===== src/hdl/aes_cfg.svh =====
`ifndef AES_CFG_SVH
`define AES_CFG_SVH

// Width of the block count register and counter
`define AES_BLKCNT_W 8

// Register map, word offsets on the host register bus
`define AES_REG_SRC    32'd0
`define AES_REG_DST    32'd1
`define AES_REG_NBLK   32'd2
`define AES_REG_KEY0   32'd3
`define AES_REG_KEY1   32'd4
`define AES_REG_KEY2   32'd5
`define AES_REG_KEY3   32'd6
`define AES_REG_CMD    32'd7
`define AES_REG_STATUS 32'd8

`endif


===== src/hdl/aes_pkg.sv =====
`default_nettype none

`include "aes_cfg.svh"

package aes_pkg;

  typedef logic [31:0]               word_t;
  typedef logic [127:0]              block_t;
  typedef logic [`AES_BLKCNT_W-1:0]  blkcnt_t;
  typedef logic [1:0]                widx_t;
  typedef logic [3:0]                round_t;

  typedef enum logic [2:0] {
    AES_IDLE,
    AES_STARTING,
    AES_REQUEST_DATA,
    AES_REQUEST_DATA_WAIT,
    AES_WORKING,
    AES_SEND_DATA,
    AES_SEND_DATA_WAIT,
    AES_FINISHED
  } aes_state_t;

  // Multiply by x in GF(2^8), reduction polynomial 0x11b
  function automatic logic [7:0] aes_xtime(input logic [7:0] b);
    return {b[6:0], 1'b0} ^ (b[7] ? 8'h1b : 8'h00);
  endfunction

  // General GF(2^8) product, shift and add
  function automatic logic [7:0] aes_gmul(input logic [7:0] a, input logic [7:0] b);
    logic [7:0] acc;
    logic [7:0] sh;
    acc = 8'h00;
    sh  = a;
    for (int i = 0; i < 8; i++) begin
      if (b[i]) begin
        acc = acc ^ sh;
      end
      sh = aes_xtime(sh);
    end
    return acc;
  endfunction

  // S-box from the field inverse b^254 followed by the affine map
  function automatic logic [7:0] aes_sbox(input logic [7:0] b);
    logic [7:0] pw;
    logic [7:0] inv;
    logic [7:0] s;
    pw  = b;
    inv = 8'h01;
    for (int i = 1; i < 8; i++) begin
      pw  = aes_gmul(pw, pw);
      inv = aes_gmul(inv, pw);
    end
    for (int i = 0; i < 8; i++) begin
      s[i] = inv[i] ^ inv[(i + 4) % 8] ^ inv[(i + 5) % 8] ^
             inv[(i + 6) % 8] ^ inv[(i + 7) % 8];
    end
    return s ^ 8'h63;
  endfunction

endpackage

`default_nettype wire


===== src/hdl/aes_fsm.sv =====
`default_nettype none

module aes_fsm import aes_pkg::*; (
  input  logic    clk,
  input  logic    reset_n,
  input  logic    start_i,
  input  word_t   src_addr_i,
  input  word_t   dst_addr_i,
  input  blkcnt_t nblk_i,
  output logic    busy_o,
  output logic    event_o,
  output logic    src_start_o,
  output logic    snk_start_o,
  output word_t   xfer_addr_o,
  input  logic    src_done_i,
  input  logic    snk_done_i,
  output logic    load_en_o,
  output logic    key_load_o,
  output logic    run_o,
  output widx_t   widx_o,
  input  logic    eng_done_i
);

  aes_state_t state_q, state_d;
  widx_t      word_cnt;
  blkcnt_t    blk_cnt;
  blkcnt_t    blk_last;
  logic       rd_done;
  logic       wr_done;
  word_t      base_addr;

  assign rd_done  = (state_q == AES_REQUEST_DATA_WAIT) && src_done_i;
  assign wr_done  = (state_q == AES_SEND_DATA_WAIT) && snk_done_i;
  assign blk_last = nblk_i - 1'b1;

  always_ff @(posedge clk or negedge reset_n) begin
    if (!reset_n) begin
      state_q <= AES_IDLE;
    end else begin
      state_q <= state_d;
    end
  end

  // Completed transfers, four per block
  always_ff @(posedge clk or negedge reset_n) begin
    if (!reset_n) begin
      word_cnt <= '0;
    end else if (state_q == AES_STARTING || state_q == AES_WORKING) begin
      word_cnt <= '0;
    end else if (rd_done || wr_done) begin
      word_cnt <= word_cnt + 1'b1;
    end
  end

  always_ff @(posedge clk or negedge reset_n) begin
    if (!reset_n) begin
      blk_cnt <= '0;
    end else if (state_q == AES_STARTING) begin
      blk_cnt <= '0;
    end else if (wr_done && word_cnt == 2'd3) begin
      blk_cnt <= blk_cnt + 1'b1;
    end
  end

  always_comb begin
    state_d = state_q;
    case (state_q)
      AES_IDLE: begin
        if (start_i) begin
          state_d = AES_STARTING;
        end
      end
      // Empty job goes straight to the done event
      AES_STARTING: begin
        state_d = (nblk_i == '0) ? AES_FINISHED : AES_REQUEST_DATA;
      end
      AES_REQUEST_DATA: state_d = AES_REQUEST_DATA_WAIT;
      AES_REQUEST_DATA_WAIT: begin
        if (src_done_i) begin
          state_d = (word_cnt == 2'd3) ? AES_WORKING : AES_REQUEST_DATA;
        end
      end
      AES_WORKING: begin
        if (eng_done_i) begin
          state_d = AES_SEND_DATA;
        end
      end
      AES_SEND_DATA: state_d = AES_SEND_DATA_WAIT;
      AES_SEND_DATA_WAIT: begin
        if (snk_done_i) begin
          if (word_cnt != 2'd3) begin
            state_d = AES_SEND_DATA;
          end else if (blk_cnt == blk_last) begin
            state_d = AES_FINISHED;
          end else begin
            state_d = AES_REQUEST_DATA;
          end
        end
      end
      AES_FINISHED: state_d = AES_IDLE;
      default: state_d = AES_IDLE;
    endcase
  end

  assign busy_o      = (state_q != AES_IDLE);
  assign event_o     = (state_q == AES_FINISHED);
  assign key_load_o  = (state_q == AES_STARTING);
  assign src_start_o = (state_q == AES_REQUEST_DATA);
  assign snk_start_o = (state_q == AES_SEND_DATA);
  assign load_en_o   = rd_done;
  // Cipher starts as the last plaintext word lands in the buffer
  assign run_o       = rd_done && (word_cnt == 2'd3);
  assign widx_o      = word_cnt;

  // Base plus 16 bytes per block plus 4 bytes per word
  assign base_addr   = (state_q == AES_SEND_DATA) ? dst_addr_i : src_addr_i;
  assign xfer_addr_o = base_addr + word_t'({blk_cnt, 4'b0000}) + word_t'({word_cnt, 2'b00});

  // Completions only come back for the one request in flight
  a_one_req: assert property (@(posedge clk) disable iff (!reset_n)
    src_done_i |-> (state_q == AES_REQUEST_DATA_WAIT));

  a_one_snk: assert property (@(posedge clk) disable iff (!reset_n)
    snk_done_i |-> (state_q == AES_SEND_DATA_WAIT));

endmodule

`default_nettype wire


===== config.mk =====
export PLATFORM = sky130hd
export DESIGN_NAME = aes_fsm
export DESIGN_NICKNAME = d
export VERILOG_FILES = /design/src/hdl/aes_pkg.sv /design/src/hdl/aes_fsm.sv
export VERILOG_INCLUDE_DIRS = /design/src /design/src/hdl
export SDC_FILE = /design/constraint.sdc
export NUM_CORES = 1
export LEC_CHECK = 0
export ABC_AREA = 0
export BUFFER_PORTS_ARGS = -buffer_cell sky130_fd_sc_hd__clkbuf_2
export CORE_MARGIN = 5
export CORE_UTILIZATION = 41
export CTS_CLUSTER_DIAMETER = 100
export DETAILED_ROUTE_END_ITERATION = 16
export PLACE_DENSITY = 0.72
export SLEW_MARGIN = 20
export SYNTH_ARGS = -nofsm -noshare
export SYNTH_HDL_FRONTEND = slang
export SYNTH_SLANG_ARGS = --single-unit

===== constraint.sdc =====
create_clock -name clk -period 4.2 [get_ports clk]
set_input_delay 0.42 -clock clk [delete_from_list [all_inputs] [get_ports clk]]
set_output_delay 0.42 -clock clk [all_outputs]
set_load 0.01 [all_outputs]

==> metrics.md <==
| Metric | Value |
|---|---|
| Final period util | 0.933 |
| RSZ-0062 raised after global routing | no |
| CTS Hold Bufs | 0 |
| Area share of the largest cell type after synthesis | 0.129 |
| Crit Path Class | reg2out |
| Critical Path Sink | xfer_addr_o[22] |
| DR WL met3 | between 700 and 800 µm |
| Syn-to-layout area delta | 26.3% |
| Share of cells above drive strength 1 | 0.307 |
| Die Ht | about 88 µm |
| Number of synthesized register bits | 13 |
| # setup viols final | 0 |
| Reg-to-Reg End | blk_cnt[5] |
| CP Data Arrival Time | 3.50 ns |
| FMAX | between 200 and 300 MHz |
| DRC Markers | 0 |
| Setup crit start | state_q[1] |
| Endpoints failing hold | 0 |
| R2r worst-path depth | 5 |
| DR vias/cell | around 5.5 |
| IO buf count | 118 |
| Max-cap violations | 0 |
| Detailed Route Iter0 Violations | 156 |
| Largest net degree at the start of global routing | 32 |
| Initial Util | 0.424 |
| Latest clock arrival within the worst-skew pair | between 0.2 and 0.3 ns |
| Clock Path Buffers | 2 |
| Yosys warning total | 0 |
| Syn Inst Count | ~350 |
| Slew HR | 0.567 |
| Flop-to-flop setup slack | around 2.2 ns |
| Core ar. | between 5000 and 6000 µm² |
| Pleak | between 1.5 and 2 nW |
| Setup TNS | 0 ns |
| Number of global-route vias before repair | roughly 2700 |
| Synth cell types | 57 |
| Synth area leader | dfrtp_1 |
| Root Driver | clkbuf_8 |
| Metal1 wirelength | 3090 µm |
| Post-synthesis sequential area ratio | 0.129 |
| Synthesized cell area | between 2000 and 3000 µm² |
| Vias | 2930 |
| Total CTS buffers | 3 |
| HPWL Detailed | around 6300 µm |
| CTS tree | done |
| Status | complete, no violations |
| Routed Antenna Nets | 0 |
| GRT Total Usage | 0.187 |
| Max Clock Skew | about 0.0035 ns |
| Drt wl/cell | 13.9 µm |
| Overall power | about 830 µW |
| First-pass GRT wire length | 12000 µm |
| Synth area leaders | dfrtp_1, nand2_1, xnor2_1 |
| Crit-path max FO | 31 |
| Syn nets | roughly 440 |
| Die width | 88.4 µm |
| Worst R2R Start | state_q[0] |
| Die area | about 8000 µm² |
| # clock sinks | 13 |
| # resized after CTS | 0 |
| Reg clk slew, reported paths | around 0.060 ns |
| H-tree depth | 1 |
| Top Layer Used | met4 |
| Met2 Routed Length | about 3600 µm |
| Slew @ Worst Pin | between 0.6 and 0.7 ns |
| Overflow after GRT | 0 |
| GPL Wtd Cong | 0.911 |
| Syn avg cell area | slightly above 7 µm² |
| WL final | between 7000 and 8000 µm |
| Nets@finish | 553 |
| Pre-antenna DRT Iters | 4 |
| Antenna cells | 0 |
| HP Class | in2async |
| Io pins | about 120 |
| Initial antenna violation count | 0 |
| Post-CTS setup buffer count | 0 |
| Max VDD drop | around 0.22 mV |
| Row count | 28 |
| Min Tclk post-route | ~4 ns |
| Worst setup SP type | register |
| Worst path required time | 3.78 ns |
| Pwr Density | about 260 nW/µm² |
| Final slew viol count | 0 |
| Endpoint type of the worst setup path | output pin |
[state kept, by name, summed over array words and instances, names as in the netlist]
name,count
state_q,3
widx_o,2
blk_cnt,8
[worst min-delay path by stage]
| stage | to | slack, ns | depth (start not counted) | startpoint |
|---|---|---|---|---|
| 2_1_floorplan | blk_cnt[0] | 0.12 | 0 | reset_n |
| 3_3_place_gp | state_q[2] | 0.34 | 1 | reset_n |
| 3_5_place_dp | state_q[2] | 0.34 | 1 | reset_n |
| 4_1_cts | state_q[2] | 0.07 | 1 | reset_n |
| 5_1_grt | state_q[2] | 0.10 | 1 | reset_n |
| 6_report | state_q[2] | 0.07 | 1 | reset_n |
[logic make-up (layout without fill, tap and decap cells)]
group,Yosys count,in the layout,synth area share
and+or+nand+nor,174,174,0.350
DFF,13,13,0.129
xor gates and xnor gates,44,44,0.153
buffers and inverters,28,136,0.0531
muxes,22,22,0.0898
AOI/OAI and AO/OA,57,57,0.153
adders and majority gates,14,14,0.0724
[cells in the mapped netlist (all sizes together)]
master and instances:
a22o 1, mux2i 20, nand3b 3, and3 5, fa 1, nor4b 1, o21a 2, xor2 19
a2111oi 2, and4 2, and2b 1, dfrtp 13, o2111ai 1, inv 10, nand2 65, nor3b 2
nand3 23, nor4 3, a221oi 1, o21ai 12, a31oi 1, clkbuf 6, o21bai 3, mux2 2
and2 1, nor3 10, or4 1, o311ai 1, a22oi 2, nand4 11, nand2b 7, a21o 2
xnor2 25, nor2 29, ha 13, a211oi 3, o22ai 3, buf 12, or3 6, nor2b 2
o211ai 2, or2 2, o31ai 2, a21oi 19
[worst max-delay path, stage by stage (launching register included)]
cell and delay [ns]:
dfrtp_1 0.36, buf_4 0.18, nand3b_4 0.22, buf_4 0.30, nand2_1 0.11, nand2_1 0.09
fa_1 0.44, a21oi_1 0.25, o22ai_1 0.18, o311ai_4 0.53, nor2_1 0.14, o21ai_1 0.13
xor2_1 0.15, clkbuf_2 0.15
[power breakdown]
group	leakage, nW	switching [mW]	internal, mW
logic	1.40	0.291	0.227
registers	0.171	0.0431	0.149
clock network	0.0228	0.0481	0.0672
[metal layers]
metal	GRT usage	up-vias
li1	-	1457
met1	0.243	1354
met2	0.330	112
met3	0.0279	7
met4	0.0398	0
met5	0	-
[final cells by class]
class,count,area [µm²]
multi-input combinational,311,2060
fill,616,2770
tap,75,93.8
inverter,10,37.5
clock buffer,4,45.0
timing repair buffer,122,621
sequential,13,325
[stage by stage]
stage / cell area, µm² / hold WS [ns] / std cells / setup slack [ns] / util
after floorplan: 2520 / 0.124 / 352 / 0.560 / -
after global placement: 3140 / 0.341 / 531 / 0.673 / 0.527
after detailed placement: 3140 / 0.343 / 531 / 0.563 / 0.527
after CTS: 3190 / 0.0727 / 535 / 0.283 / 0.535
after global routing: 3190 / 0.102 / 535 / 0.00715 / 0.535
final: 3190 / 0.0675 / 535 / 0.283 / 0.535
[cells in the final DEF, fill, tap and decap left out, types with 11 or more instances in the layout]
cell      synthesis  final
dfrtp_1          13     13
nand4_1          11     11
xor2_1           19     19
clkbuf_2          0    118
a21oi_1          19     19
xnor2_1          25     25
ha_1             13     13
nand2_1          65     65
nor2_1           28     28
mux2i_1          19     19
nand3_1          23     23
(Power assumes the default switching activity.)
