===== src/hdl/aes_cfg.svh =====
`ifndef AES_CFG_SVH
`define AES_CFG_SVH

// Width of the block count register and counter
`define AES_BLKCNT_W 8

// Register map, word offsets on the host register bus
`define AES_REG_SRC    32'd0
`define AES_REG_DST    32'd1
`define AES_REG_NBLK   32'd2
`define AES_REG_KEY0   32'd3
`define AES_REG_KEY1   32'd4
`define AES_REG_KEY2   32'd5
`define AES_REG_KEY3   32'd6
`define AES_REG_CMD    32'd7
`define AES_REG_STATUS 32'd8

`endif


===== src/hdl/aes_pkg.sv =====
`default_nettype none

`include "aes_cfg.svh"

package aes_pkg;

  typedef logic [31:0]               word_t;
  typedef logic [127:0]              block_t;
  typedef logic [`AES_BLKCNT_W-1:0]  blkcnt_t;
  typedef logic [1:0]                widx_t;
  typedef logic [3:0]                round_t;

  typedef enum logic [2:0] {
    AES_IDLE,
    AES_STARTING,
    AES_REQUEST_DATA,
    AES_REQUEST_DATA_WAIT,
    AES_WORKING,
    AES_SEND_DATA,
    AES_SEND_DATA_WAIT,
    AES_FINISHED
  } aes_state_t;

  // Multiply by x in GF(2^8), reduction polynomial 0x11b
  function automatic logic [7:0] aes_xtime(input logic [7:0] b);
    return {b[6:0], 1'b0} ^ (b[7] ? 8'h1b : 8'h00);
  endfunction

  // General GF(2^8) product, shift and add
  function automatic logic [7:0] aes_gmul(input logic [7:0] a, input logic [7:0] b);
    logic [7:0] acc;
    logic [7:0] sh;
    acc = 8'h00;
    sh  = a;
    for (int i = 0; i < 8; i++) begin
      if (b[i]) begin
        acc = acc ^ sh;
      end
      sh = aes_xtime(sh);
    end
    return acc;
  endfunction

  // S-box from the field inverse b^254 followed by the affine map
  function automatic logic [7:0] aes_sbox(input logic [7:0] b);
    logic [7:0] pw;
    logic [7:0] inv;
    logic [7:0] s;
    pw  = b;
    inv = 8'h01;
    for (int i = 1; i < 8; i++) begin
      pw  = aes_gmul(pw, pw);
      inv = aes_gmul(inv, pw);
    end
    for (int i = 0; i < 8; i++) begin
      s[i] = inv[i] ^ inv[(i + 4) % 8] ^ inv[(i + 5) % 8] ^
             inv[(i + 6) % 8] ^ inv[(i + 7) % 8];
    end
    return s ^ 8'h63;
  endfunction

endpackage

`default_nettype wire


===== src/hdl/aes_regfile.sv =====
`default_nettype none

`include "aes_cfg.svh"

module aes_regfile import aes_pkg::*; (
  input  logic    clk,
  input  logic    reset_n,
  input  logic    reg_we_i,
  input  logic    reg_re_i,
  input  word_t   reg_addr_i,
  input  word_t   reg_wdata_i,
  output word_t   reg_rdata_o,
  input  logic    busy_i,
  output logic    start_o,
  output word_t   src_addr_o,
  output word_t   dst_addr_o,
  output blkcnt_t nblk_o,
  output block_t  key_o
);

  word_t   src_q;
  word_t   dst_q;
  blkcnt_t nblk_q;
  word_t   key_q [4];
  logic    start_q;
  word_t   rdata_q;
  word_t   rd_mux;
  logic    cmd_wr;

  assign cmd_wr = reg_we_i && (reg_addr_i == `AES_REG_CMD);

  always_ff @(posedge clk or negedge reset_n) begin
    if (!reset_n) begin
      src_q  <= '0;
      dst_q  <= '0;
      nblk_q <= '0;
      key_q  <= '{default: '0};
    end else if (reg_we_i) begin
      case (reg_addr_i)
        `AES_REG_SRC:  src_q    <= reg_wdata_i;
        `AES_REG_DST:  dst_q    <= reg_wdata_i;
        `AES_REG_NBLK: nblk_q   <= reg_wdata_i[`AES_BLKCNT_W-1:0];
        `AES_REG_KEY0: key_q[0] <= reg_wdata_i;
        `AES_REG_KEY1: key_q[1] <= reg_wdata_i;
        `AES_REG_KEY2: key_q[2] <= reg_wdata_i;
        `AES_REG_KEY3: key_q[3] <= reg_wdata_i;
        default: ;
      endcase
    end
  end

  // A pending pulse also blocks, since busy only rises a cycle later
  always_ff @(posedge clk or negedge reset_n) begin
    if (!reset_n) begin
      start_q <= 1'b0;
    end else begin
      start_q <= cmd_wr && reg_wdata_i[0] && !busy_i && !start_q;
    end
  end

  always_comb begin
    case (reg_addr_i)
      `AES_REG_SRC:    rd_mux = src_q;
      `AES_REG_DST:    rd_mux = dst_q;
      `AES_REG_NBLK:   rd_mux = word_t'(nblk_q);
      `AES_REG_KEY0:   rd_mux = key_q[0];
      `AES_REG_KEY1:   rd_mux = key_q[1];
      `AES_REG_KEY2:   rd_mux = key_q[2];
      `AES_REG_KEY3:   rd_mux = key_q[3];
      `AES_REG_STATUS: rd_mux = {31'd0, busy_i};
      default:         rd_mux = '0;
    endcase
  end

  always_ff @(posedge clk or negedge reset_n) begin
    if (!reset_n) begin
      rdata_q <= '0;
    end else if (reg_re_i) begin
      rdata_q <= rd_mux;
    end
  end

  assign reg_rdata_o = rdata_q;
  assign start_o     = start_q;
  assign src_addr_o  = src_q;
  assign dst_addr_o  = dst_q;
  assign nblk_o      = nblk_q;
  // KEY0 holds the most significant word
  assign key_o       = {key_q[0], key_q[1], key_q[2], key_q[3]};

  // Start only from idle, and the controller picks it up on the next edge
  a_start_idle: assert property (@(posedge clk) disable iff (!reset_n)
    start_o |-> !busy_i ##1 busy_i);

endmodule

`default_nettype wire


===== config.mk =====
export PLATFORM = sky130hd
export DESIGN_NAME = aes_regfile
export DESIGN_NICKNAME = d
export VERILOG_FILES = /design/src/hdl/aes_pkg.sv /design/src/hdl/aes_regfile.sv
export VERILOG_INCLUDE_DIRS = /design/src /design/src/hdl
export SDC_FILE = /design/constraint.sdc
export NUM_CORES = 1
export LEC_CHECK = 0
export ABC_CLOCK_PERIOD_IN_PS = 2020
export BUFFER_PORTS_ARGS = -buffer_cell sky130_fd_sc_hd__buf_2
export CELL_PAD_IN_SITES_DETAIL_PLACEMENT = 0
export CELL_PAD_IN_SITES_GLOBAL_PLACEMENT = 1
export CORE_MARGIN = 4
export CORE_UTILIZATION = 30
export CTS_CLUSTER_SIZE = 40
export DETAILED_ROUTE_END_ITERATION = 12
export PLACE_DENSITY_LB_ADDON = 0.1
export RECOVER_POWER = 25
export SLEW_MARGIN = 20
export SYNTH_ARGS = -nofsm -noshare
export SYNTH_HDL_FRONTEND = slang
export SYNTH_SLANG_ARGS = --single-unit
export TNS_END_PERCENT = 10

===== constraint.sdc =====
create_clock -name clk -period 2.02 [get_ports clk]
set_input_delay 0.202 -clock clk [delete_from_list [all_inputs] [get_ports clk]]
set_output_delay 0.202 -clock clk [all_outputs]
set_load 0.02 [all_outputs]

==> summary.md, run 1 <==
| Metric | Value |
|---|---|
| First-pass GRT wire length | `56.9 mm` |
| Final Setup Violations | `0` |
| Die height | `193 um` |
| Vias in the first global route | `8426` |
| Peak supply drop | `0.541 mV` |
| Unrepaired setup endpoints after global routing | `no` |
| RR Startpoint | `dst_addr_o[7]$_DFFE_PN0P_` |
| Slowest stage cell, crit path | `buf_4` |
| # IOs | `302` |
| Max transition margin | `8.86%` |
| Initial Util | `30.5%` |
| Ant diodes | `0` |
| Clock sink count | `233` |
| CTS Buf Count | `28` |
| Critical Path Most Common Cell | `buf_4` |
| Family with the most delay on the worst path | `simple AND/OR/NAND/NOR gates` |
| Seq/Total Area, Yosys | `56.6%` |
| Number of synthesized flops with an enable pin | `0` |
| Deepest clock path buffer count | `3` |
| Pleak | `0.00755 uW` |
| Cell Count Post-Placement | `1485` |
| Beginning of the worst hold path | `reg_addr_i[0]` |
| Wirelength per Cell | `24.0 um` |
| Root buf cell | `clkbuf_16` |
| # rows | `67` |
| CTS tree | `done` |
| Total GRT Usage | `19.5%` |
| Fin nets | `1171` |
| CTS resizes | `0` |
| FF+latch count, synth | `233` |
| Port Buffer Count | `301` |
| Post-synth top cells | `dfrtp_1, mux2_2, a22oi_1` |
| # Post-CTS Setup Buffers | `0` |
| Pwr/cell area | `720 nW/um2` |
| CP startpoint | `reg_addr_i[17]` |
| Worst Setup End Kind | `register` |
| CP cell instances | `buf_2 > nor4_4 > nand4_1 > buf_4 > buf_4 > nor3_2 > buf_4 > a22oi_1 > and3_1 > o22ai_1` |
| Core ar. | `33700 um2` |
| Reg area | `5830 um2` |
| Most common flop cell mapped by yosys | `dfrtp_1` |
| Hold slack | `0.0668 ns` |
| Minimum clock period | `1.64 ns` |
| Count of cell types in the netlist | `36` |
| Non-filler instance count after layout | `1572` |
| Mapped Avg Cell Area | `14.2 um2` |
| Syn_nets | `794` |
| Tcrit/Tclk final | `81.3%` |
| # hold bufs at CTS | `35` |
| Clock Skew | `0.00538 ns` |
| Clock slew at the register clock pins of the worst setup and hold paths | `0.06 ns` |
| CP required | `2.48 ns` |
| Largest net degree at the start of global routing | `98` |
| Worst path bufs/invs | `4` |
| # DRC | `0` |
| Gpl congestion | `0.753` |
| Setup crit start kind | `primary input` |
| Synth top area share | `56.6%` |
| Post-route ant nets | `0` |
| Maxcap violations | `0` |
| Area used by multi-input combinational logic | `4270 um2` |
| Max stage delay on crit path | `0.30 ns` |
| Outcome | `finished clean` |
| Synthesized cell area | `10300 um2` |
| Synth Instances | `725` |
| Most common cell in the netlist | `dfrtp_1` |
| First DRT Iteration DRCs | `352` |
| Final non-filler cell area | `14300 um2` |
| Top post-synthesis cells by area | `dfrtp_1, mux2_2, mux2_4` |
| Async SR Flop Fraction | `100%` |
| H-tree depth | `1` |
| Arr. time, crit path | `2.10 ns` |
| Gr ovfl total | `0` |
| DP Area | `13000 um2` |
| Hold/Removal Path Class | `in2reg` |
| Final slew viol count | `0` |
| Initial antenna violation count | `0` |
| Die width | `193 um` |
| Share of layout cells above drive strength 1 | `56.2%` |
| Crit Path Class | `in2reg` |
| Die area | `37300 um2` |
| TNS Setup | `0 ns` |
| Worst slew pin tran | `1.37 ns` |
| Final Hold Viols | `0` |
| Ys Warns | `0` |
| Detailed placement HPWL | `25.6 mm` |
| Fill count | `3273` |
| CP max FO | `12` |
| Setup Slack @ Placement | `-0.185 ns` |
| Fmax | `609 MHz` |
| Synth-to-Final Area Change | `38.7%` |
| Post-Route WL | `37.7 mm` |
| PnR worst setup slack | `0.377 ns` |
| Worst skew pair latency | `0.54 ns` |
| Yosys top cell by area | `dfrtp_1` |
| Via/cell ratio | `5.01` |
| Drt first pass iters | `5` |
| Via count | `7883` |
## flip-flops by register name, indices dropped and copies added, names as in the netlist
name and flops:
src_addr_o 32, nblk_o 8, dst_addr_o 32, start_o 1, key_o 128, reg_rdata_o 32
## logic make-up after synthesis
| logic type | synth area share (%) |
|---|---|
| and+or+nand+nor | 6.08 |
| AOI/OAI and AO/OA | 9.25 |
| DFF | 56.6 |
| buffers and inverters | 3.77 |
| muxes | 24.3 |
## where the power goes
group / internal, uW / switching, uW
Sequential: 4670 / 0.0000308
Clock: 3200 / 2060
Combinational: 127 / 238
## final timing paths
path,slack [ns],cells past startpoint,to
max,0.38,10,reg_rdata_o[21]$_DFFE_PN0P_
min reg2reg,0.44,1,start_o$_DFF_PN0_
min,0.07,4,start_o$_DFF_PN0_
min in group asynchronous,0.55,3,reg_rdata_o[16]$_DFFE_PN0P_
max in group asynchronous,0.47,3,key_o[26]$_DFFE_PN0P_
max reg2reg,0.78,3,reg_rdata_o[7]$_DFFE_PN0P_
## layout make-up
| type | count | share of cell area [%] |
|---|---|---|
| inverters | 33 | 0.867 |
| flip-flops and latches | 233 | 40.8 |
| well taps | 448 | 3.92 |
| repair buffers | 390 | 17.6 |
| multi-input cells | 416 | 29.9 |
| clock inverters | 10 | 0.797 |
| clock buffers | 42 | 6.04 |
## cell usage in the layout (no fill, tap or decap), types with 4 or more instances in the layout
| master | count |
|---|---|
| mux2_2 | 118 |
| and3_1 | 31 |
| nor4_4 | 9 |
| o22ai_1 | 32 |
| nand2_2 | 5 |
| nand3_1 | 4 |
| inv_1 | 33 |
| clkinv_2 | 6 |
| dlygate4sd3_1 | 35 |
| a22oi_1 | 85 |
| nand2_1 | 6 |
| buf_2 | 301 |
| buf_4 | 31 |
| nor2_1 | 4 |
| a222oi_1 | 9 |
| mux2_4 | 82 |
| dfrtp_1 | 233 |
| clkbuf_16 | 28 |
| buf_12 | 20 |
| clkbuf_8 | 11 |
## stage by stage
stage	total power, uW	util [%]
floorplan	4810	-
global placement	5090	38.6
detailed placement	5090	38.6
CTS	10500	42.5
global route	10700	42.4
finish	10300	42.4
## tightest hold or removal path, stage by stage
cell and delay [ns]:
buf_2 0.11, buf_4 0.15, nand2_1 0.06, nor4_1 0.05
## per-layer routing
metal  up-vias  GRT usage (%)  routed length (um)
li1       3488              -                   -
met3        53           4.89                2330
met4         0           4.54                 849
met5         -              0                   0
met1      4085           26.0               16600
met2       257           32.3               18000
Power figures use the tool's default switching activity.
==> inputs of run 2 (changes only) <==
ABC_CLOCK_PERIOD_IN_PS = 1600   (was 2020)
clock period = 1.6 ns   (was 2.02 ns; I/O delays follow)
==> run 2 against run 1 <==
  * Die area is the same
  * Critical path depth decreased by 1
  * Combinational power is 37% higher
  * Routed wire length is 1.2% lower
  * Power rose by 28%
  * Clock-buffer cell count down 1
  * Setup slack worse by 0.30 ns
  * Sequential power rose by 26%
  * Via count shrank 0.38%
  * Core utilization grew 0.83 points
  * Critical path type unchanged
  * Critical endpoint is now key_o[39]$_DFFE_PN0P_
  * Largest power group unchanged
  * Highest routed layer unchanged
==> summary.md, run 2 (synthesis gave the netlist of run 1 again) <==
| Metric | Value |
|---|---|
| # IOs | `302` |
| First DRT Iteration DRCs | `407` |
| Wirelength per Cell | `23.4 um` |
| Gpl congestion | `0.764` |
| Net Sw Frac | `21.7%` |
| Pleak | `0.00771 uW` |
| Fmax | `658 MHz` |
| Initial Util | `30.5%` |
| Unrepaired setup endpoints after global routing | `yes` |
| Port Buffer Count | `301` |
| Sw power | `2850 uW` |
| Fin nets | `1193` |
| Post-route ant nets | `0` |
| Power Total | `13100 uW` |
| Worst Setup End Kind | `register` |
| Final Setup Violations | `0` |
| Worst skew pair latency | `0.54 ns` |
| Tcrit/Tclk final | `95.0%` |
| Detailed placement HPWL | `26.6 mm` |
| Die height | `193 um` |
| Drt first pass iters | `5` |
| Final non-filler cell area | `14600 um2` |
| Minimum clock period | `1.52 ns` |
| Post-Route WL | `37.3 mm` |
| Core ar. | `33700 um2` |
| Via/cell ratio | `4.93` |
| Most frequent cells in the layout | `buf_2, dfrtp_1, mux2_2, mux2_4, a22oi_1` |
| Outcome | `finished clean` |
| Via count | `7853` |
| Vias in the first global route | `8370` |
| Maxcap violations | `0` |
| Total GRT Usage | `19.1%` |
| Share of layout cells above drive strength 1 | `56.9%` |
| Die area | `37300 um2` |
| Synth-to-Final Area Change | `41.5%` |
| Deepest clock path buffer count | `3` |
| Leading cell type in the layout, fill and taps excluded | `buf_2` |
| Setup Slack @ Placement | `-0.563 ns` |
| Peak supply drop | `0.716 mV` |
| Die width | `193 um` |
| PnR worst setup slack | `0.0801 ns` |
| Gr ovfl total | `0` |
| CTS tree | `done` |
| Combinational power share | `3.8%` |
| Worst slew pin tran | `0.989 ns` |
| CP required | `2.02 ns` |
| Seq pwr share | `44.9%` |
| First-pass GRT wire length | `56.2 mm` |
| Largest net degree at the start of global routing | `60` |
| # DRC | `0` |
| TNS Setup | `0 ns` |
| Power share of the clock group | `51.3%` |
| Cell Count Post-Placement | `1505` |
| # rows | `67` |
| Setup crit start kind | `primary input` |
| Non-filler instance count after layout | `1594` |
| H-tree depth | `1` |
| Clock slew at the register clock pins of the worst setup and hold paths | `0.06 ns` |
| DP Area | `13100 um2` |
| Ant diodes | `0` |
| Int Pwr | `10300 uW` |
| CP max FO | `6` |
| Crit Path Class | `in2reg` |
| CTS Buf Count | `28` |
| Hold/Removal Path Class | `in2reg` |
| Initial antenna violation count | `0` |
| Root buf cell | `clkbuf_16` |
| Largest register FFs | `128` |
| Final Hold Viols | `0` |
| Clock sink count | `233` |
| Final slew viol count | `0` |
| Pwr/cell area | `901 nW/um2` |
| Max transition margin | `34.1%` |
| Arr. time, crit path | `1.94 ns` |
| Clock Skew | `0.00921 ns` |
run 2: per-stage QoR:
step | util, % | hold slack [ns]
5_1_grt | 43.2 | 0.0535
4_1_cts | 42.9 | 0.0237
2_1_floorplan | - | -0.136
3_5_place_dp | 38.9 | 0.0601
3_3_place_gp | 38.9 | 0.0599
6_report | 43.2 | 0.0704
run 2: power by group through the flow:
| stage | registers (uW) | clock network, uW | logic [uW] |
|---|---|---|---|
| 4_1_cts | 5890 | 6910 | 520 |
| 2_1_floorplan | 6000 | 0 | 66.8 |
| 6_report | 5890 | 6720 | 501 |
| 3_3_place_gp | 6000 | 0 | 455 |
| 3_5_place_dp | 6000 | 0 | 452 |
| 5_1_grt | 5890 | 7150 | 557 |
run 2: timing repair:
action / in CTS / in global routing
buffers inserted: 0 / 1
hold buffers: 35 / 0
endpoints found under the setup margin: 0 / 158
resized for setup: 0 / 24
endpoints found under the hold margin: 434 / 0
run 2: area by class of cell:
| cell class | instances | area, um2 |
|---|---|---|
| Timing Repair Buffer | 412 | 2730 |
| Tap cell | 448 | 561 |
| Clock buffer | 41 | 820 |
| Multi-Input combinational cell | 416 | 4330 |
| Sequential cell | 233 | 5830 |
| Clock inverter | 11 | 169 |
| Inverter | 33 | 124 |
| Fill cell | 3277 | 19100 |
run 2: path summary, 6_finish.rpt:
path	from	to	slack, ns	cells after the start
setup / recovery	reg_addr_i[18]	key_o[39]$_DFFE_PN0P_	0.08	9
hold / removal	reg_addr_i[0]	start_o$_DFF_PN0_	0.07	4
setup reg to reg	src_addr_o[0]$_DFFE_PN0P_	reg_rdata_o[0]$_DFFE_PN0P_	0.40	5
hold reg to reg	start_o$_DFF_PN0_	start_o$_DFF_PN0_	0.44	1
max in group asynchronous	reset_n	src_addr_o[3]$_DFFE_PN0P_	0.29	3
min in group asynchronous	reset_n	dst_addr_o[19]$_DFFE_PN0P_	0.31	2
run 2: critical path, stage by stage:
cell	delay, ns
buf_2	0.11
nor4_4	0.25
nand4_1	0.16
buf_6	0.18
buf_12	0.13
nor4b_4	0.29
nand2_2	0.15
buf_4	0.21
mux2_2	0.27
run 2: metal layers:
| layer | GRT usage [%] | routed length (um) | vias up |
|---|---|---|---|
| met5 | 0 | 0 | - |
| met1 | 25.9 | 16500 | 4033 |
| met3 | 4.89 | 2360 | 34 |
| li1 | - | - | 3548 |
| met4 | 3.41 | 591 | 0 |
| met2 | 31.6 | 17800 | 238 |
