--- config.mk ---
export PLATFORM = sky130hd
export DESIGN_NAME = aes_streamer
export DESIGN_NICKNAME = d
export VERILOG_FILES = /design/src/hdl/aes_pkg.sv /design/src/hdl/aes_streamer.sv
export VERILOG_INCLUDE_DIRS = /design/src /design/src/hdl
export SDC_FILE = /design/constraint.sdc
export NUM_CORES = 1
export LEC_CHECK = 0
export ABC_AREA = 1
export BUFFER_PORTS_ARGS = -buffer_cell sky130_fd_sc_hd__buf_4
export CORE_MARGIN = 2
export CORE_UTILIZATION = 30
export DETAILED_ROUTE_END_ITERATION = 10
export MAX_ROUTING_LAYER = met4
export PLACE_DENSITY = 0.69
export SLEW_MARGIN = 10
export SYNTH_ARGS = -nofsm -noshare
export SYNTH_HDL_FRONTEND = slang
export SYNTH_SLANG_ARGS = --single-unit
export TNS_END_PERCENT = 30
--- constraint.sdc ---
create_clock -name clk -period 0.8 [get_ports clk]
set_clock_uncertainty 0.05 [all_clocks]
set_input_delay 0.16 -clock clk [delete_from_list [all_inputs] [get_ports clk]]
set_output_delay 0.16 -clock clk [all_outputs]
set_load 0.03 [all_outputs]
--- src/hdl/aes_cfg.svh ---
`ifndef AES_CFG_SVH
`define AES_CFG_SVH

// Width of the block count register and counter
`define AES_BLKCNT_W 8

// Register map, word offsets on the host register bus
`define AES_REG_SRC    32'd0
`define AES_REG_DST    32'd1
`define AES_REG_NBLK   32'd2
`define AES_REG_KEY0   32'd3
`define AES_REG_KEY1   32'd4
`define AES_REG_KEY2   32'd5
`define AES_REG_KEY3   32'd6
`define AES_REG_CMD    32'd7
`define AES_REG_STATUS 32'd8

`endif

--- src/hdl/aes_pkg.sv ---
`default_nettype none

`include "aes_cfg.svh"

package aes_pkg;

  typedef logic [31:0]               word_t;
  typedef logic [127:0]              block_t;
  typedef logic [`AES_BLKCNT_W-1:0]  blkcnt_t;
  typedef logic [1:0]                widx_t;
  typedef logic [3:0]                round_t;

  typedef enum logic [2:0] {
    AES_IDLE,
    AES_STARTING,
    AES_REQUEST_DATA,
    AES_REQUEST_DATA_WAIT,
    AES_WORKING,
    AES_SEND_DATA,
    AES_SEND_DATA_WAIT,
    AES_FINISHED
  } aes_state_t;

  // Multiply by x in GF(2^8), reduction polynomial 0x11b
  function automatic logic [7:0] aes_xtime(input logic [7:0] b);
    return {b[6:0], 1'b0} ^ (b[7] ? 8'h1b : 8'h00);
  endfunction

  // General GF(2^8) product, shift and add
  function automatic logic [7:0] aes_gmul(input logic [7:0] a, input logic [7:0] b);
    logic [7:0] acc;
    logic [7:0] sh;
    acc = 8'h00;
    sh  = a;
    for (int i = 0; i < 8; i++) begin
      if (b[i]) begin
        acc = acc ^ sh;
      end
      sh = aes_xtime(sh);
    end
    return acc;
  endfunction

  // S-box from the field inverse b^254 followed by the affine map
  function automatic logic [7:0] aes_sbox(input logic [7:0] b);
    logic [7:0] pw;
    logic [7:0] inv;
    logic [7:0] s;
    pw  = b;
    inv = 8'h01;
    for (int i = 1; i < 8; i++) begin
      pw  = aes_gmul(pw, pw);
      inv = aes_gmul(inv, pw);
    end
    for (int i = 0; i < 8; i++) begin
      s[i] = inv[i] ^ inv[(i + 4) % 8] ^ inv[(i + 5) % 8] ^
             inv[(i + 6) % 8] ^ inv[(i + 7) % 8];
    end
    return s ^ 8'h63;
  endfunction

endpackage

`default_nettype wire

--- src/hdl/aes_streamer.sv ---
`default_nettype none

module aes_streamer import aes_pkg::*; (
  input  logic  clk,
  input  logic  reset_n,
  input  logic  src_start_i,
  input  logic  snk_start_i,
  input  word_t addr_i,
  input  word_t wdata_i,
  output logic  src_done_o,
  output logic  snk_done_o,
  output word_t rdata_o,
  output logic  mem_req_o,
  output logic  mem_we_o,
  output word_t mem_addr_o,
  output word_t mem_wdata_o,
  input  logic  mem_gnt_i,
  input  logic  mem_rvalid_i,
  input  word_t mem_rdata_i
);

  logic  req_q;
  logic  we_q;
  logic  rwait_q;
  word_t addr_q;
  word_t wdata_q;
  logic  granted;

  assign granted = req_q && mem_gnt_i;

  // Request and read wait flags
  always_ff @(posedge clk or negedge reset_n) begin
    if (!reset_n) begin
      req_q   <= 1'b0;
      we_q    <= 1'b0;
      rwait_q <= 1'b0;
    end else begin
      if (src_start_i || snk_start_i) begin
        req_q <= 1'b1;
        we_q  <= snk_start_i;
      end else if (granted) begin
        req_q <= 1'b0;
      end
      if (granted && !we_q) begin
        rwait_q <= 1'b1;
      end else if (mem_rvalid_i) begin
        rwait_q <= 1'b0;
      end
    end
  end

  // Address and write data held until the grant
  always_ff @(posedge clk) begin
    if (src_start_i || snk_start_i) begin
      addr_q  <= addr_i;
      wdata_q <= wdata_i;
    end
  end

  assign mem_req_o   = req_q;
  assign mem_we_o    = we_q;
  assign mem_addr_o  = addr_q;
  assign mem_wdata_o = wdata_q;

  // Write is done at its grant, a read when rvalid follows
  assign snk_done_o  = granted && we_q;
  assign src_done_o  = rwait_q && mem_rvalid_i;
  assign rdata_o     = mem_rdata_i;

  a_addr_hold: assert property (@(posedge clk) disable iff (!reset_n)
    (mem_req_o && !mem_gnt_i) |=> (mem_req_o && $stable(mem_addr_o)));

endmodule

`default_nettype wire

==> run summary, run 1 <==
Net switching is 26.60% of the power. The tightest hold path in the finished design has a slack of 0.02445 ns. For this run, design rule violations remaining after detail routing come to 0.

Fraction of the cycle the final worst path needs: 153.2%. For the met1 demand-to-capacity share in global routing, the log shows 15.49%. The count of buffers inserted at the top-level ports was 137.

Summed over all layers, the routed wires come to 6192 um. Cell type with the highest aggregate area in the netlist: sky130_fd_sc_hd__edfxtp_1. At the end of routability-driven placement, the weighted congestion stood at 0.6858.

Registers take 0.001997 mm^2. For the worst relative slew slack, the log shows 86.51%. At the pin with the least slew margin, the transition time is 0.2024 ns. The logs give 0 for the number of hold violations in the final report and 3676 um for the sum of net half-perimeters after detailed placement.

The most used flip-flop cell after synthesis is sky130_fd_sc_hd__edfxtp_1. Setup violations remaining at the end of the flow were counted as 76. The logs give 55.05 um^2 for the area of the multi-input gates and 67 for the number of clock sinks. The synthesized netlist occupies a cell area of 0.002296 mm^2.

The first TritonRoute pass finished after 4 iterations. The internal portion of the total power is 6.663 mW. For the worst setup path, the data required time is 0.59 ns. For the share of power burned in registers, the log shows 47.9%. Data on the critical path arrives at its endpoint at 1.02 ns.

Global routing consumed, on the met2 layer, 26.23% of the routing resources. The fraction of met3 tracks used by global routing is 6.473%, and the Yosys warning count is 0. The worst hold path belongs to the class in2reg.

The number of antenna diodes in the final layout is 0. Summed over all layers, the global routing overflow is 0. After detailed routing, the average wire length per cell comes to 15.18 um.

Setup repair after global routing could not meet its margin everywhere. Power spread over the standard cell area amounts to 2048 mW/mm^2. For this configuration, the core starts out at a cell density of 31.32%.

In this run, placement finished with an instance count of 321. The number of antenna violations at the first check in global routing was 0; the portion of the post-synthesis area used by sequential elements was 86.98%. The combinational share of power is 22.2%.

Measured along the x axis, the die boundary spans 91.48 um. The layout has 520 filler cells. By instance count, the leading cell after synthesis is sky130_fd_sc_hd__edfxtp_1. Of the cells placed in the final design, the portion with a size suffix greater than 1 is 52.75%. Summed over all failing endpoints, the final setup total negative slack is -20.28 ns. Clock tree synthesis selected as its root buffer the cell sky130_fd_sc_hd__clkbuf_8. The worst-case setup margin in the final layout is -0.4256 ns.

The checks that failed: negative setup slack. The maximum vdd ir drop is 0.9517 mV, and the area of the die is 0.008369 mm^2. The most used routing layer in global routing was met2. The cell count after synthesis came out at 113. In this run, synthesis inferred 64 flip-flops with an integrated enable. The peak clock frequency supported by timing is 816.0 MHz.

Summing all placed instances gives a cell area of 0.003274 mm^2. Synthesis produced a netlist with a net count of 215. The final critical-path required period is 1.226 ns.

The tools report the top-level port count as 202. The area of the core was 0.007331 mm^2. TritonCTS built the clock tree.

Ranked by instance count, the synthesized netlist is headed by sky130_fd_sc_hd__edfxtp_1 (64), sky130_fd_sc_hd__buf_4 (32), sky130_fd_sc_hd__inv_1 (5), sky130_fd_sc_hd__nand2_1 (4), sky130_fd_sc_hd__dfrtp_1 (3). The tools report the critical path capture point type as an output pin. Total power for the finished layout comes to 9.078 mW. After synthesis, the share of flip-flops with an asynchronous set or reset is 4.478%. The worst setup path is launched from a flip-flop.

Of the total power, the clock network draws 29.8%. Along the worst path, the maximum fanout reaches 2. The logs give 0 for the number of max-cap violations and 31 for the row count.

The tools report the leakage power summed over all cells as 1.905 nW. The run gives 1649 as the number of vias in the routed layout. The H-tree depth is 3, and the maximum buffer depth of the clock tree is 2.

The critical path in this run is classified as reg2out. The largest net degree at the start of global routing was 38; the final-report max-slew violation count was 0. The number of vias per cell was 4.042; the share of the synthesized area in the top cell type was 83.71%.

The clock latency of the later-clocked register in the worst-skew pair came out at 0.33 ns. Global routing used 15.47% of the available tracks across all layers. Summing all non-filler instances in the final layout gives an area of 0.004433 mm^2. Counting the buffers created by CTS gives 9. The tools report the via count of the first global-routing pass as 1763. From synthesis to final layout, the design area changed by 93.08%.

For this run, the post-layout net count is 406. The tools report the switching power as 2.415 mW. Clock-pin slew was measured on the worst setup and hold paths at 0.07 ns. Sorting the synthesized cells by area gives the leading types as sky130_fd_sc_hd__edfxtp_1 (84%), sky130_fd_sc_hd__buf_4 (10%), sky130_fd_sc_hd__dfrtp_1 (3.3%), sky130_fd_sc_hd__inv_1 (0.82%), sky130_fd_sc_hd__nand2_1 (0.65%).

Synthesis instantiated 9 different standard cells from the library. Once detail routing completed, the nets flagged for antenna violations numbered 0. For the initial detailed-routing violation count, the log shows 56.

The average cell area after synthesis is 20.32 um^2. The run finished, with violations left. In this run, synthesis produced a sequential element count of 67.

The global-route wire length before repair was 9149 um; the y dimension of the die was 91.48 um. For the number of cells in the finished layout apart from fillers, the log shows 408.
==> cells by family after synthesis <==
| group | count (synthesis) | synth area share, % |
|---|---|---|
| flip-flops | 67 | 86.98 |
| buffers and inverters | 37 | 11.28 |
| AND/OR/NAND/NOR | 7 | 1.199 |
| AO/OA/AOI/OAI | 2 | 0.5449 |
==> path summary, 6_finish.rpt <==
check                            start    endpoint  slack (ns)  cells past startpoint
setup / recovery              mem_we_o  snk_done_o       -0.43                      3
hold / removal             src_start_i   mem_req_o        0.02                      3
setup reg to reg              mem_we_o     rwait_q       -0.17                      5
hold reg to reg                rwait_q     rwait_q        0.55                      3
max in group asynchronous      reset_n     rwait_q        0.51                      2
min in group asynchronous      reset_n    mem_we_o        0.10                      2
==> final cells by class <==
type / count / share of cell area (%)
multi-input cells: 9 / 1.242
flip-flops and latches: 67 / 45.05
clock buffers: 9 / 2.794
repair buffers: 212 / 46.06
inverters: 5 / 0.5080
clock inverters: 7 / 1.552
well taps: 99 / 2.794
==> layer usage <==
metal | share of wire, % | wire length (um)
met5 | 0 | 0
met3 | 8.2 | 505
met2 | 51 | 3172
met1 | 38 | 2373
met4 | 2.3 | 141
==> critical path, stage by stage (launching register included) <==
cell and delay [ns]:
sky130_fd_sc_hd__dfrtp_1 0.38, sky130_fd_sc_hd__inv_2 0.07, sky130_fd_sc_hd__nor2_4 0.10, sky130_fd_sc_hd__buf_6 0.13
==> power by group through the flow <==
stage	sequential (mW)	combinational, mW	clock, mW
after floorplan	5.00	0.381	0
after global placement	4.35	1.52	0
after detailed placement	4.36	1.53	0
after CTS	4.35	1.99	2.78
after global routing	4.38	2.09	2.96
final	4.35	2.02	2.71
==> placed cells by master (no fill, tap or decap), drive strengths merged <==
master       instances
o21bai               1
dfrtp                3
bufinv               1
nand3                1
clkinv               5
nor2                 2
nand2                4
clkbuf               9
buf                144
o21ai                1
inv                  4
edfxtp              64
dlygate4sd3         68
clkinvlp             2
==> sequential cells by signal, summed over array words and instances, names as in the netlist <==
signal / count
mem_req_o: 1
mem_we_o: 1
mem_wdata_o: 32
rwait_q: 1
mem_addr_o: 32
==> stage by stage <==
| step | worst slack, ns | utilization [%] |
|---|---|---|
| after CTS | -0.4493 | 60.11 |
| final | -0.4256 | 60.47 |
| after floorplan | -0.8358 | - |
| after global placement | -0.2708 | 44.67 |
| after global routing | -0.5003 | 60.47 |
| after detailed placement | -0.2795 | 44.67 |
==> what timing repair did <==
item | 4_1_cts | 5_1_grt
pin swaps | 3 | 1
resized for setup | 67 | 4
buffers inserted | 1 | 2
hold buffers | 68 | 0
hold endpoints to repair | 69 | 0
endpoints found under the setup margin | 70 | 71
No activity file was read; power rests on OpenSTA's default activity.
==> inputs of run 2 (changes only) <==
--- a/config.mk
+++ b/config.mk
@@ -12,7 +12,7 @@
 export CORE_UTILIZATION = 30
 export DETAILED_ROUTE_END_ITERATION = 10
 export MAX_ROUTING_LAYER = met4
-export PLACE_DENSITY = 0.69
+export PLACE_DENSITY_LB_ADDON = 0.05
 export SLEW_MARGIN = 10
 export SYNTH_ARGS = -nofsm -noshare
 export SYNTH_HDL_FRONTEND = slang
==> run summary, run 2 (synthesized netlist as in run 1, its figures left out) <==
After detailed routing, the number of vias per cell comes to 4.067. Setup repair after global routing could not meet its margin everywhere. The die is 91.48 um tall.

The final design instance area without fill came out at 0.004403 mm^2. Static timing analysis puts the maximum clock frequency at 829.6 MHz. The H-tree depth was 3; the maximum buffer depth of the clock tree was 2. For this run, the slowest stage of the critical path takes 0.37 ns. The worst path uses 150.7% of the clock period. For this run, design rule violations remaining after detail routing come to 0. STA puts the critical path data required time at 0.59 ns. Sum of net half-perimeters after detailed placement: 4445 um. The count of buffers added on input and output ports is 137. The placed instances occupy a cell area of 0.003267 mm^2. Dividing the detail-routed wire length by the instance count gives 16.00 um. The hold-critical path depth is 3, and the area of the die is 0.008369 mm^2.

The repair_antennas step left the layout with diodes totalling 0. The final reports fail on negative setup slack. For this design, the slowest cell found on the critical path is sky130_fd_sc_hd__dfrtp_1. Overall power consumption after layout is estimated at 8.881 mW.

The run finished, with violations left. From synthesis to final layout, the design area changed by 91.77%. The maximum vdd ir drop is 1.020 mV. For the worst-skew pair, the clock arrives at the later sink with an insertion delay of 0.32 ns. The detailed-router iteration count before antenna repair is 4, and the area of the core is 0.007331 mm^2. TritonCTS built the clock tree. In this run the tightest slew margin relative to its limit is 86.76%. After routing, the total negative slack on setup checks comes to -19.35 ns. STA puts the critical path data arrival time at 1.00 ns. The power density over the cells was 2017 mW/mm^2. The detail route stage leaves a number of antenna-violating nets equal to 0.

Before CTS, the worst setup slack after placement is -0.2904 ns. The startpoint of the worst-slack reg-to-reg timing path was mem_we_o. The worst-case setup margin in the final layout is -0.4055 ns. Of the cells placed in the final design, the portion with a size suffix greater than 1 is 52.46%. The analysis attributes to cell leakage a power of 1.929 nW. Setup violations remaining at the end of the flow were counted as 87.

Entering global routing, the biggest net connects 38 pins. The worst-case hold path end point is mem_req_o. The worst path needs 1.205 ns of the cycle, external delays included. The worst-case reg-to-reg path depth came out at 4. The startpoint of the lowest-slack hold path was src_start_i. Total routing resource utilization after global routing: 16.17%. After the first detailed-routing iteration, the DRC count stood at 26.

The end of the worst register-to-register path is mem_we_o. The number of max-cap violations came out at 0. The overflow left after global routing is 0. The final design utilization was 60.06%. Via count of the first global-routing pass: 1802. Once the floorplan was initialized, standard cells occupied 31.32% of the core. Number of clock sinks: 67. Leaving out fill and tap cells, the most frequent cell in the layout is sky130_fd_sc_hd__buf_4. The final-report max-slew violation count came out at 0. The tools report the top-level port count as 202. For the pin with the worst max-slew slack, the measured transition is 0.1986 ns.

The clock-pin transition on the worst setup and hold timing paths is 0.07 ns. The floorplan step set the die width to 91.48 um. The final layout contains routed wiring with a total length of 6464 um.

The total clock buffers created by CTS came out at 9. Along the worst path, the maximum fanout reaches 2. The final weighted congestion in routability-driven placement was 0.7021. By startpoint and endpoint, the worst setup path is classified as reg2out. In this run the register-to-register setup slack is -0.20 ns. Number of antenna violations at the first check in global routing: 0.

The worst setup path is captured at an output pin. The tightest min-delay check is of the in2reg type. The global-route wire length before repair was 9729 um. The number of vias in the routed layout was 1643. Root buffer cell: sky130_fd_sc_hd__clkbuf_8. Number of nets at the end of the flow: 404. Row count: 31.

Number of hold violations in the final report: 0. The library cells used most frequently in the layout, excluding fill and tap cells, are sky130_fd_sc_hd__buf_4 (74), sky130_fd_sc_hd__buf_6 (68), sky130_fd_sc_hd__edfxtp_1 (64). The signal on the critical path passes through inv_2, nor2_4, buf_6. STA classifies the critical path startpoint as a flip-flop.
[run 2: changes by cell type in the layout (fill, tap and decap cells not counted), sizes merged]
cell,delta
clkinv,-1
dlymetal6s4s,+5
dlygate4sd3,-7
clkinvlp,-1
[run 2: area by class of cell]
class	count	area, um^2
flip-flops and latches	67	1997
multi-input cells	9	55.05
well taps	99	123.9
repair buffers	210	2034
inverters	5	22.52
clock inverters	5	46.29
fillers	576	2928
clock buffers	9	123.9
[run 2: worst max path at each step]
| stage | startpoint | endpoint | slack (ns) |
|---|---|---|---|
| floorplan | snk_start_i | mem_addr_o[0] | -0.84 |
| global placement | snk_start_i | mem_addr_o[16] | -0.28 |
| detailed placement | snk_start_i | mem_addr_o[7] | -0.29 |
| CTS | mem_we_o | snk_done_o | -0.42 |
| global route | mem_we_o | snk_done_o | -0.48 |
| finish | mem_we_o | snk_done_o | -0.41 |
[run 2: timing repair]
| action | in CTS | in global routing |
|---|---|---|
| hold buffers | 66 | 0 |
| pin swaps | 3 | 1 |
| gates resized for setup | 67 | 10 |
| buffers inserted | 3 | 1 |
| endpoints found under the hold margin | 68 | 0 |
| setup endpoints to repair | 70 | 76 |
[run 2: where the power goes]
part | internal [mW] | leakage, nW | total, mW | switching, mW
clock network | 1.37 | 0.0875 | 2.53 | 1.16
registers | 4.20 | 0.685 | 4.35 | 0.149
logic | 1.04 | 1.16 | 2.00 | 0.966
[run 2: metrics by stage]
| step | cells | hold slack, ns |
|---|---|---|
| floorplan | 113 | -0.1856 |
| global placement | 320 | -0.1010 |
| detailed placement | 320 | -0.09769 |
| CTS | 403 | 0.005881 |
| global route | 404 | 0.009753 |
| finish | 404 | 0.03442 |
[run 2: worst max-delay path: cells and delay by family (launching register included)]
| kind | cells | cell delay (ns) |
|---|---|---|
| buffers and inverters | 2 | 0.20 |
| and+or+nand+nor | 1 | 0.10 |
| DFF | 1 | 0.37 |
[run 2: layer usage]
metal  global-route usage (%)  part of all wire (%)  up-vias
li1                         -                     -      748
met1                    15.46                    32      764
met2                    27.39                    55       96
met3                    5.145                   8.1       35
met4                    11.49                   4.3        0
met5                        -                     0        -
